--- config.mk ---
export PLATFORM = sky130hd
export DESIGN_NAME = data_port
export DESIGN_NICKNAME = d
export VERILOG_FILES = /design/src/verilog/dport_pkg.sv /design/src/verilog/write_buffer.sv /design/src/verilog/obi_outstanding_ctrl.sv /design/src/verilog/data_port.sv
export SDC_FILE = /design/constraint.sdc
export NUM_CORES = 1
export LEC_CHECK = 0
export BUFFER_PORTS_ARGS = -buffer_cell sky130_fd_sc_hd__buf_2
export CAP_MARGIN = 20
export CORE_UTILIZATION = 39
export DETAILED_ROUTE_END_ITERATION = 10
export GPL_TIMING_DRIVEN = 1
export PLACE_DENSITY_LB_ADDON = 0.3
export SLEW_MARGIN = 20
export SYNTH_ARGS = -nofsm -noshare
export SYNTH_HDL_FRONTEND = slang
export SYNTH_SLANG_ARGS = --single-unit
export TNS_END_PERCENT = 30
--- constraint.sdc ---
create_clock -name clk -period 5.3 [get_ports clk]
set_input_delay 0.265 -clock clk [delete_from_list [all_inputs] [get_ports clk]]
set_output_delay 0.265 -clock clk [all_outputs]
set_load 0.02 [all_outputs]
--- src/verilog/dport_pkg.sv ---
`default_nettype none

package dport_pkg;

  ////////////////////////////////////////////////////////////
  // Bus widths
  ////////////////////////////////////////////////////////////

  // Byte address width on both the core and the bus side
  localparam int unsigned ADDR_W = 32;

  // Read and write data width
  localparam int unsigned DATA_W = 32;

  // One byte enable per data byte
  localparam int unsigned BE_W = DATA_W / 8;

  ////////////////////////////////////////////////////////////
  // Write buffer
  ////////////////////////////////////////////////////////////

  // A single entry needs only one state bit
  typedef enum logic {
    WBUF_EMPTY = 1'b0,
    WBUF_FULL  = 1'b1
  } wbuf_state_e;

  // Bufferable region is the upper half of the 64 KiB window at address zero
  // An address hits the region when (addr & MASK) == BASE
  localparam logic [ADDR_W-1:0] BUF_REGION_BASE = 32'h0000_8000;
  localparam logic [ADDR_W-1:0] BUF_REGION_MASK = 32'hFFFF_8000;

  ////////////////////////////////////////////////////////////
  // Outstanding transactions
  ////////////////////////////////////////////////////////////

  // Granted bus transactions still waiting for their response
  localparam int unsigned MAX_OUTSTANDING = 2;

  // Wide enough to hold 0 up to MAX_OUTSTANDING inclusive
  localparam int unsigned CNT_W = $clog2(MAX_OUTSTANDING + 1);

endpackage

`default_nettype wire

--- src/verilog/write_buffer.sv ---
`default_nettype none

module write_buffer (
  input  logic                         clk,
  input  logic                         rst_n,

  // Upstream request from the load/store unit
  input  logic                         req_i,
  input  logic [dport_pkg::ADDR_W-1:0] addr_i,
  input  logic                         we_i,
  input  logic [dport_pkg::BE_W-1:0]   be_i,
  input  logic [dport_pkg::DATA_W-1:0] wdata_i,
  output logic                         gnt_o,

  // Downstream request towards the outstanding controller
  output logic                         req_o,
  output logic [dport_pkg::ADDR_W-1:0] addr_o,
  output logic                         we_o,
  output logic [dport_pkg::BE_W-1:0]   be_o,
  output logic [dport_pkg::DATA_W-1:0] wdata_o,
  input  logic                         gnt_i
);

  dport_pkg::wbuf_state_e state_q;
  dport_pkg::wbuf_state_e state_d;

  // Set when the incoming write is taken into the entry on this edge
  logic capture;
  logic bufferable;

  // Held entry, always a write so no write enable is stored
  logic [dport_pkg::ADDR_W-1:0] addr_q;
  logic [dport_pkg::BE_W-1:0]   be_q;
  logic [dport_pkg::DATA_W-1:0] wdata_q;

  ////////////////////////////////////////////////////////////
  // Region decode
  ////////////////////////////////////////////////////////////

  // Only a valid write into the bufferable region may be absorbed
  assign bufferable = req_i && we_i &&
                      ((addr_i & dport_pkg::BUF_REGION_MASK) == dport_pkg::BUF_REGION_BASE);

  ////////////////////////////////////////////////////////////
  // State and capture control
  ////////////////////////////////////////////////////////////

  always_comb begin
    state_d = state_q;
    capture = 1'b0;
    case (state_q)
      dport_pkg::WBUF_EMPTY: begin
        // A stalled bufferable write is taken over by the buffer
        if (bufferable && !gnt_i) begin
          capture = 1'b1;
          state_d = dport_pkg::WBUF_FULL;
        end
      end
      dport_pkg::WBUF_FULL: begin
        // The held entry drains on gnt_i
        // A bufferable write waiting behind it refills the entry on the same edge
        if (gnt_i) begin
          if (bufferable) begin
            capture = 1'b1;
          end else begin
            state_d = dport_pkg::WBUF_EMPTY;
          end
        end
      end
      default: begin
        state_d = dport_pkg::WBUF_EMPTY;
      end
    endcase
  end

  always_ff @(posedge clk or negedge rst_n) begin
    if (!rst_n) begin
      state_q <= dport_pkg::WBUF_EMPTY;
    end else begin
      state_q <= state_d;
    end
  end

  always_ff @(posedge clk) begin
    if (capture) begin
      addr_q  <= addr_i;
      be_q    <= be_i;
      wdata_q <= wdata_i;
    end
  end

  ////////////////////////////////////////////////////////////
  // Output selection
  ////////////////////////////////////////////////////////////

  always_comb begin
    if (state_q == dport_pkg::WBUF_FULL) begin
      // The held write goes first, so nothing can overtake it
      req_o   = 1'b1;
      addr_o  = addr_q;
      we_o    = 1'b1;
      be_o    = be_q;
      wdata_o = wdata_q;
      // Only a bufferable write may enter, and only as the entry drains
      gnt_o   = bufferable && gnt_i;
    end else begin
      // Empty buffer is transparent
      req_o   = req_i;
      addr_o  = addr_i;
      we_o    = we_i;
      be_o    = be_i;
      wdata_o = wdata_i;
      // A bufferable write is accepted whether or not downstream is ready
      gnt_o   = req_i && (bufferable || gnt_i);
    end
  end

endmodule

`default_nettype wire

--- src/verilog/obi_outstanding_ctrl.sv ---
`default_nettype none

module obi_outstanding_ctrl (
  input  logic                         clk,
  input  logic                         rst_n,

  // Request from the write buffer
  input  logic                         req_i,
  input  logic [dport_pkg::ADDR_W-1:0] addr_i,
  input  logic                         we_i,
  input  logic [dport_pkg::BE_W-1:0]   be_i,
  input  logic [dport_pkg::DATA_W-1:0] wdata_i,
  output logic                         gnt_o,

  // Bus address phase
  output logic                         bus_req_o,
  output logic [dport_pkg::ADDR_W-1:0] bus_addr_o,
  output logic                         bus_we_o,
  output logic [dport_pkg::BE_W-1:0]   bus_be_o,
  output logic [dport_pkg::DATA_W-1:0] bus_wdata_o,
  input  logic                         bus_gnt_i,

  // Bus response phase
  input  logic                         bus_rvalid_i,
  input  logic [dport_pkg::DATA_W-1:0] bus_rdata_i,
  input  logic                         bus_err_i,

  // Response towards the core
  output logic                         rvalid_o,
  output logic [dport_pkg::DATA_W-1:0] rdata_o,
  output logic                         err_o
);

  logic [dport_pkg::CNT_W-1:0] cnt_q;
  logic [dport_pkg::CNT_W-1:0] cnt_d;

  // A new request may issue while there is room in the counter
  logic room;
  logic accept;

  ////////////////////////////////////////////////////////////
  // Request gating
  ////////////////////////////////////////////////////////////

  // A response in this cycle frees a slot before the edge
  assign room = (cnt_q < dport_pkg::CNT_W'(dport_pkg::MAX_OUTSTANDING)) || bus_rvalid_i;

  // The request stays off the bus while the limit is reached
  // Once raised it stays up, since the count cannot grow without a grant
  assign bus_req_o   = req_i && room;
  assign bus_addr_o  = addr_i;
  assign bus_we_o    = we_i;
  assign bus_be_o    = be_i;
  assign bus_wdata_o = wdata_i;

  assign accept = bus_req_o && bus_gnt_i;
  assign gnt_o  = accept;

  ////////////////////////////////////////////////////////////
  // Outstanding counter
  ////////////////////////////////////////////////////////////

  always_comb begin
    case ({accept, bus_rvalid_i})
      2'b10:   cnt_d = cnt_q + 1'b1;
      2'b01:   cnt_d = cnt_q - 1'b1;
      // A grant and a response together leave the count unchanged
      default: cnt_d = cnt_q;
    endcase
  end

  always_ff @(posedge clk or negedge rst_n) begin
    if (!rst_n) begin
      cnt_q <= '0;
    end else begin
      cnt_q <= cnt_d;
    end
  end

  ////////////////////////////////////////////////////////////
  // Response return
  ////////////////////////////////////////////////////////////

  // Responses come back in order, so they go to the core untouched
  assign rvalid_o = bus_rvalid_i;
  assign rdata_o  = bus_rdata_i;
  assign err_o    = bus_err_i;

endmodule

`default_nettype wire

--- src/verilog/data_port.sv ---
`default_nettype none

module data_port (
  input  logic                         clk,
  input  logic                         rst_n,

  // Core request
  input  logic                         core_req_i,
  input  logic [dport_pkg::ADDR_W-1:0] core_addr_i,
  input  logic                         core_we_i,
  input  logic [dport_pkg::BE_W-1:0]   core_be_i,
  input  logic [dport_pkg::DATA_W-1:0] core_wdata_i,
  output logic                         core_gnt_o,

  // Core response
  output logic                         core_rvalid_o,
  output logic [dport_pkg::DATA_W-1:0] core_rdata_o,
  output logic                         core_err_o,

  // Bus request
  output logic                         bus_req_o,
  output logic [dport_pkg::ADDR_W-1:0] bus_addr_o,
  output logic                         bus_we_o,
  output logic [dport_pkg::BE_W-1:0]   bus_be_o,
  output logic [dport_pkg::DATA_W-1:0] bus_wdata_o,
  input  logic                         bus_gnt_i,

  // Bus response
  input  logic                         bus_rvalid_i,
  input  logic [dport_pkg::DATA_W-1:0] bus_rdata_i,
  input  logic                         bus_err_i
);

  // Request between the write buffer and the outstanding controller
  logic                         wb_req;
  logic [dport_pkg::ADDR_W-1:0] wb_addr;
  logic                         wb_we;
  logic [dport_pkg::BE_W-1:0]   wb_be;
  logic [dport_pkg::DATA_W-1:0] wb_wdata;
  logic                         wb_gnt;

  ////////////////////////////////////////////////////////////
  // Write buffer on the core side
  ////////////////////////////////////////////////////////////

  write_buffer u_wbuf (
    .clk     (clk),
    .rst_n   (rst_n),
    .req_i   (core_req_i),
    .addr_i  (core_addr_i),
    .we_i    (core_we_i),
    .be_i    (core_be_i),
    .wdata_i (core_wdata_i),
    .gnt_o   (core_gnt_o),
    .req_o   (wb_req),
    .addr_o  (wb_addr),
    .we_o    (wb_we),
    .be_o    (wb_be),
    .wdata_o (wb_wdata),
    .gnt_i   (wb_gnt)
  );

  ////////////////////////////////////////////////////////////
  // Outstanding limit on the bus side
  ////////////////////////////////////////////////////////////

  obi_outstanding_ctrl u_octrl (
    .clk          (clk),
    .rst_n        (rst_n),
    .req_i        (wb_req),
    .addr_i       (wb_addr),
    .we_i         (wb_we),
    .be_i         (wb_be),
    .wdata_i      (wb_wdata),
    .gnt_o        (wb_gnt),
    .bus_req_o    (bus_req_o),
    .bus_addr_o   (bus_addr_o),
    .bus_we_o     (bus_we_o),
    .bus_be_o     (bus_be_o),
    .bus_wdata_o  (bus_wdata_o),
    .bus_gnt_i    (bus_gnt_i),
    .bus_rvalid_i (bus_rvalid_i),
    .bus_rdata_i  (bus_rdata_i),
    .bus_err_i    (bus_err_i),
    .rvalid_o     (core_rvalid_o),
    .rdata_o      (core_rdata_o),
    .err_o        (core_err_o)
  );

endmodule

`default_nettype wire

==> flow_summary.ini, run 1 <==
[outcome]
status = finished clean

[setup_path]
path_cells = o221ai_2 -> xnor2_1 -> nor4_4 -> buf_4
path_class = reg2reg
critPathArrivalTime_ns = 2.78
cp_slowest_cell = dfrtp_4
slowest_delay_ns = 1.04
worstSetupStartpointType = flop
cp-end-kind = flop
worst-path-max-fanout = 76
required_ns = 5.25

[logic_synthesis]
synth_top_family_by_area = multiplexers
synth-simple-area-share_pct = 3.235
yosys.cell_count.top_type = edfxtp_1
synthMuxAreaShare_pct = 22.50
syn_area_mm2 = 0.003403
async_flop_share_pct = 4.225
yosysTopAreaCell = edfxtp_1
synthDistinctLibCells = 23
ys_seq_elements = 71
synth_area_leaders = edfxtp_1 60%, mux2_1 12%, mux2_2 10%, buf_4 8.4%, dfrtp_1 2.2%
syn_nets = 314
synth-xor-area-share_pct = 1.029
synth_flop_cell = edfxtp_1
synthTopCellsByCount = 68 x edfxtp_1, 38 x buf_4, 37 x mux2_1, 31 x mux2_2, 5 x nor4_2
ys_warn_count = 0
synth-compound-area-share_pct = 1.103
syn_inst = 206
synth_fa_ha_area_share_pct = 0.6618
postSynthAreaPerCell_um2 = 16.52
yosysTopAreaCellShare_pct = 60.00
ys_seq_area_share_pct = 62.21
synth_edf_count = 68

[timing]
fin_crit_ns = 2.827
holdWs_ns = 0.1172
fin_crit_sh_pct = 53.35
drv_slew = 0
tightest_slew_ns = 0.9343
slew_headroom_pct = 37.71
rsz0062_at_grt = false
hold_viol = 0
fmax_ghz = 0.3537
finalSetupViolCount = 0
skew_ns = 0.01076
finalSetupTns_ns = 0

[layout]
insertedDiodeCount = 0
fillerInstances = 738
area_growth_pct = 24.08
seqCellArea_mm2 = 0.002121
fin_nets = 430
multi_input_area_um2 = 979.7
drive_gt1_share_pct = 61.16

[cts]
h-tree-depth = 3
path_clk_slew_ns = 0.08
cts_tree = built
numCtsBuffers = 9
cts_buffer_depth = 2
clock_latency_ns = 0.33
numClockSinks = 71
cts-root-buf = clkbuf_8

[floorplanning]
initial_core_util_pct = 40.80
fp.dieW_um = 95.42
ioPinCount = 212
die-area_mm2 = 0.009104
die_y_um = 95.42
rows = 33
core_region_area_mm2 = 0.008341

[pwr]
p_leak_nw = 1.656
irDropWorstVdd_mv = 0.1464
powerDensity_mw_per_mm2 = 307.7

[hold_path]
min_path_type = in2reg

[drt]
antenna_left = 0
drc_errors = 0
num_vias = 2033
routedWlPerCell_um = 13.64
drt-pass1-iter-count = 4
drtIter0Drc = 69
drt_wl_total_um = 5892
routed_via_density = 4.706

[global_routing]
antenna_found_initial = 0
grt_pass1_wl_um = 8611
grt.total_usage_pct = 12.54
overflow = 0
grt_pass1_vias = 1796
grt_max_degree = 77

[run]
drv_cap = 0

[placed_design]
portBuffers = 145
place_congestion = 0.6681
dpl.hpwl_um = 4101
[worst paths after layout]
kind | startpoint | endpoint | cells past startpoint | slack, ns
setup / recovery | u_wbuf.state_q | u_wbuf.wdata_q[24] | 4 | 2.47
hold / removal | core_addr_i[9] | u_wbuf.addr_q[9] | 1 | 0.12
setup reg to reg | u_wbuf.state_q | u_wbuf.wdata_q[24] | 4 | 2.47
hold reg to reg | u_octrl.cnt_q[0] | u_octrl.cnt_q[0] | 1 | 0.49
max in group asynchronous | rst_n | u_wbuf.state_q | 2 | 4.91
min in group asynchronous | rst_n | u_octrl.cnt_q[1] | 2 | 0.27
[power breakdown]
group / switching (mW) / internal [mW]
Combinational: 0.0865 / 0.0714
Sequential: 0.00435 / 0.622
Clock: 0.201 / 0.314
[per-layer routing]
| layer | vias to the layer above | track usage (%) | wire length [um] |
|---|---|---|---|
| met5 | - | 0 | 0 |
| met4 | 0 | 6.592 | 121 |
| met3 | 18 | 4.466 | 575 |
| met2 | 116 | 18.27 | 2493 |
| met1 | 913 | 16.36 | 2702 |
| li1 | 986 | - | - |
[state kept, by name, summed over array words and instances, names as in the netlist]
name and count:
u_wbuf.addr_q 32, u_wbuf.wdata_q 32, u_wbuf.be_q 4, u_octrl.cnt_q 2, u_wbuf.state_q 1
[what timing repair did]
item	in CTS	in global routing
resized for setup	0	0
hold buffers	1	0
setup buffers	0	0
hold endpoints to repair	3	0
[logic make-up after synthesis]
group | count (synthesis)
DFF | 71
buffers and inverters | 43
muxes | 68
xor gates and xnor gates | 4
AOI/OAI and AO/OA | 4
and+or+nand+nor | 14
adders and majority gates | 2
[cell type report]
| class | instances | area share [%] |
|---|---|---|
| clock inverters | 7 | 2.844 |
| multi-input cells | 92 | 23.20 |
| repair buffers | 147 | 17.60 |
| well taps | 105 | 3.111 |
| clock buffers | 9 | 2.933 |
| inverters | 1 | 0.08889 |
| flip-flops and latches | 71 | 50.22 |
[critical path, delay by kind of cell (launching register included)]
kind	cells	cell delay (ns)
AO/OA/AOI/OAI	1	0.28
XOR/XNOR	1	0.21
AND/OR/NAND/NOR	1	0.17
flip-flops	1	1.04
buffers and inverters	1	0.68
[placed cells by master, fill, tap and decap left out, drive strengths merged, types with 3 or more instances in the layout]
cell type / n
mux2: 68
dfrtp: 3
edfxtp: 68
nor4: 5
xnor2: 4
bufinv: 3
buf: 146
clkbuf: 9
[per-stage QoR]
step / utilization [%] / std cells / instance area [um^2] / power [mW] / worst slack [ns]
after global routing: 50.63 / 432 / 4223 / 1.355 / 2.252
after detailed placement: 47.58 / 415 / 3969 / 0.7979 / 2.439
final: 50.63 / 432 / 4223 / 1.300 / 2.473
after global placement: 47.58 / 415 / 3969 / 0.7960 / 2.461
after CTS: 50.63 / 432 / 4223 / 1.321 / 2.426
after floorplan: - / 206 / 3403 / 0.7657 / 0.2533
Power figures use the tool's default switching activity.
==> inputs of run 2 (changes only) <==
- clock period: 5.3 -> 2.33 ns (I/O delays scaled with it)
==> flow_summary.ini, run 2 (synthesis gave the netlist of run 1 again) <==
[pwr]
combPwrFrac_pct = 16.7
p_clk_share_pct = 30.5
p_sw_mw = 0.6750
p_leak_nw = 1.911
sequentialPowerShare_pct = 52.9
irDropWorstVdd_mv = 0.3374
powerDensity_mw_per_mm2 = 556.0
internal_power_mw = 2.024
p_sw_share_pct = 25.01

[hold_path]
min_from = core_addr_i[22]
min_path_type = in2reg
whs_path_depth = 1
hold_end = u_wbuf.addr_q[22]

[cts]
clock_latency_ns = 0.33
cts-resized-gates = 0
post-cts-setup-buffers = 0
h-tree-depth = 3
cts_buffer_depth = 2
cts-root-buf = clkbuf_8
numCtsBuffers = 9
numClockSinks = 71
path_clk_slew_ns = 0.07
cts_tree = built

[layout]
fin_nets = 501
insertedDiodeCount = 0
biggestRegsByFlops = u_wbuf.addr_q (32), u_wbuf.wdata_q (32), u_wbuf.be_q (4)
area_growth_pct = 42.65
fillerInstances = 670
final_common_cell = buf_2
drive_gt1_share_pct = 50.88
design_area_mm2 = 0.004855
layout_common_cells = 145 x buf_2, 68 x dlygate4sd3_1, 68 x edfxtp_1, 37 x mux2_1, 31 x mux2_2

[floorplanning]
die-area_mm2 = 0.009104
rows = 33
die_y_um = 95.42
fp.dieW_um = 95.42
initial_core_util_pct = 40.80
core_region_area_mm2 = 0.008341
ioPinCount = 212

[global_routing]
antenna_found_initial = 1
grt_pass1_wl_um = 10820
grt.total_usage_pct = 15.73
overflow = 0
grt_pass1_vias = 2338
grt_max_degree = 43

[placed_design]
placedInstanceArea_mm2 = 0.004011
portBuffers = 145
dpl.hpwl_um = 4576
place_ws_ns = 0.3968
place_congestion = 0.7343

[drt]
drc_errors = 0
drt-pass1-iter-count = 3
drtIter0Drc = 57
routedWlPerCell_um = 14.21
routed_via_density = 4.671
antenna_left = 0
num_vias = 2345
drt_wl_total_um = 7133

[setup_path]
required_ns = 2.33
path_class = in2reg
worst-path-max-fanout = 26
worstSetupStartpointType = primary input
worstReg2RegStart = u_wbuf.state_q
critPathArrivalTime_ns = 2.02
r2r_cells = 4
cp-end-kind = flop
timing.rr.end = u_wbuf.wdata_q[24]
reg2reg_setup_slack_ns = 0.42

[run]
drv_cap = 0

[outcome]
status = finished clean

[timing]
slew_headroom_pct = 69.48
rsz0062_at_grt = false
tightest_slew_ns = 0.4578
skew_ns = 0.007560
fmax_ghz = 0.4951
fin_crit_ns = 2.020
hold_viol = 0
finalSetupViolCount = 0
timing.final.ws_setup_ns = 0.3103
fin_crit_sh_pct = 86.68
drv_slew = 0
==> run 2: cell count changes in the layout (fill, tap and decap cells not counted), sizes merged <==
cell	change
buf	+4
inv	-1
bufinv	-3
dlygate4sd3	+67
clkinvlp	+3
==> run 2: how the worst max path moves through the flow <==
stage / depth (start not counted) / startpoint / end / slack (ns)
after floorplan: 4 / u_wbuf.state_q / u_wbuf.addr_q[0] / -1.10
after global placement: 4 / u_wbuf.state_q / u_wbuf.wdata_q[7] / 0.44
after detailed placement: 4 / u_wbuf.state_q / u_wbuf.wdata_q[4] / 0.40
after CTS: 6 / core_addr_i[23] / u_wbuf.wdata_q[26] / 0.27
after global routing: 6 / core_addr_i[23] / u_wbuf.wdata_q[24] / 0.14
final: 6 / core_addr_i[23] / u_wbuf.wdata_q[24] / 0.31
==> run 2: cell type report <==
class	instances	area [um^2]	share of cell area (%)
sequential	71	2121	43.69
timing repair buffer	218	1456	30.00
multi-input combinational	92	979.7	20.18
tap	105	131.4	2.706
clock buffer	9	123.9	2.552
clock inverter	6	38.79	0.7990
inverter	1	3.754	0.07732
==> run 2: repair_timing <==
item / 4_1_cts / 5_1_grt
hold buffers: 67 / 1
setup endpoints to repair: 0 / 0
endpoints found under the hold margin: 69 / 1
==> run 2: power by group through the flow <==
stage	Clock (mW)	Sequential, mW	Combinational (mW)
3_5_place_dp	0	1.45	0.363
6_report	0.822	1.43	0.450
5_1_grt	0.914	1.43	0.494
2_1_floorplan	0	1.45	0.291
3_3_place_gp	0	1.45	0.359
4_1_cts	0.857	1.43	0.451
==> run 2: worst max-delay path: stages <==
cell,delay [ns]
dlygate4sd3_1,0.54
buf_2,0.14
nor4_2,0.32
nand2_1,0.14
nor4_4,0.35
buf_4,0.38
==> run 2: per-stage QoR <==
step           TNS [ns]  cells  util (%)  power (mW)  hold slack [ns]
2_1_floorplan    -74.52    206         -       1.743          -0.1791
3_3_place_gp          0    419     48.09       1.812         -0.08269
3_5_place_dp          0    419     48.09       1.817         -0.08385
4_1_cts               0    501     58.09       2.733         0.001147
5_1_grt               0    502     58.21       2.835         0.004282
6_report              0    502     58.21       2.699          0.01497
==> run 2: metal layers <==
metal	up-vias	routed length, um	GRT usage [%]
met4	0	110	6.468
met3	19	542	4.147
li1	1127	-	-
met5	-	0	0
met1	1093	3079	18.28
met2	106	3401	27.44
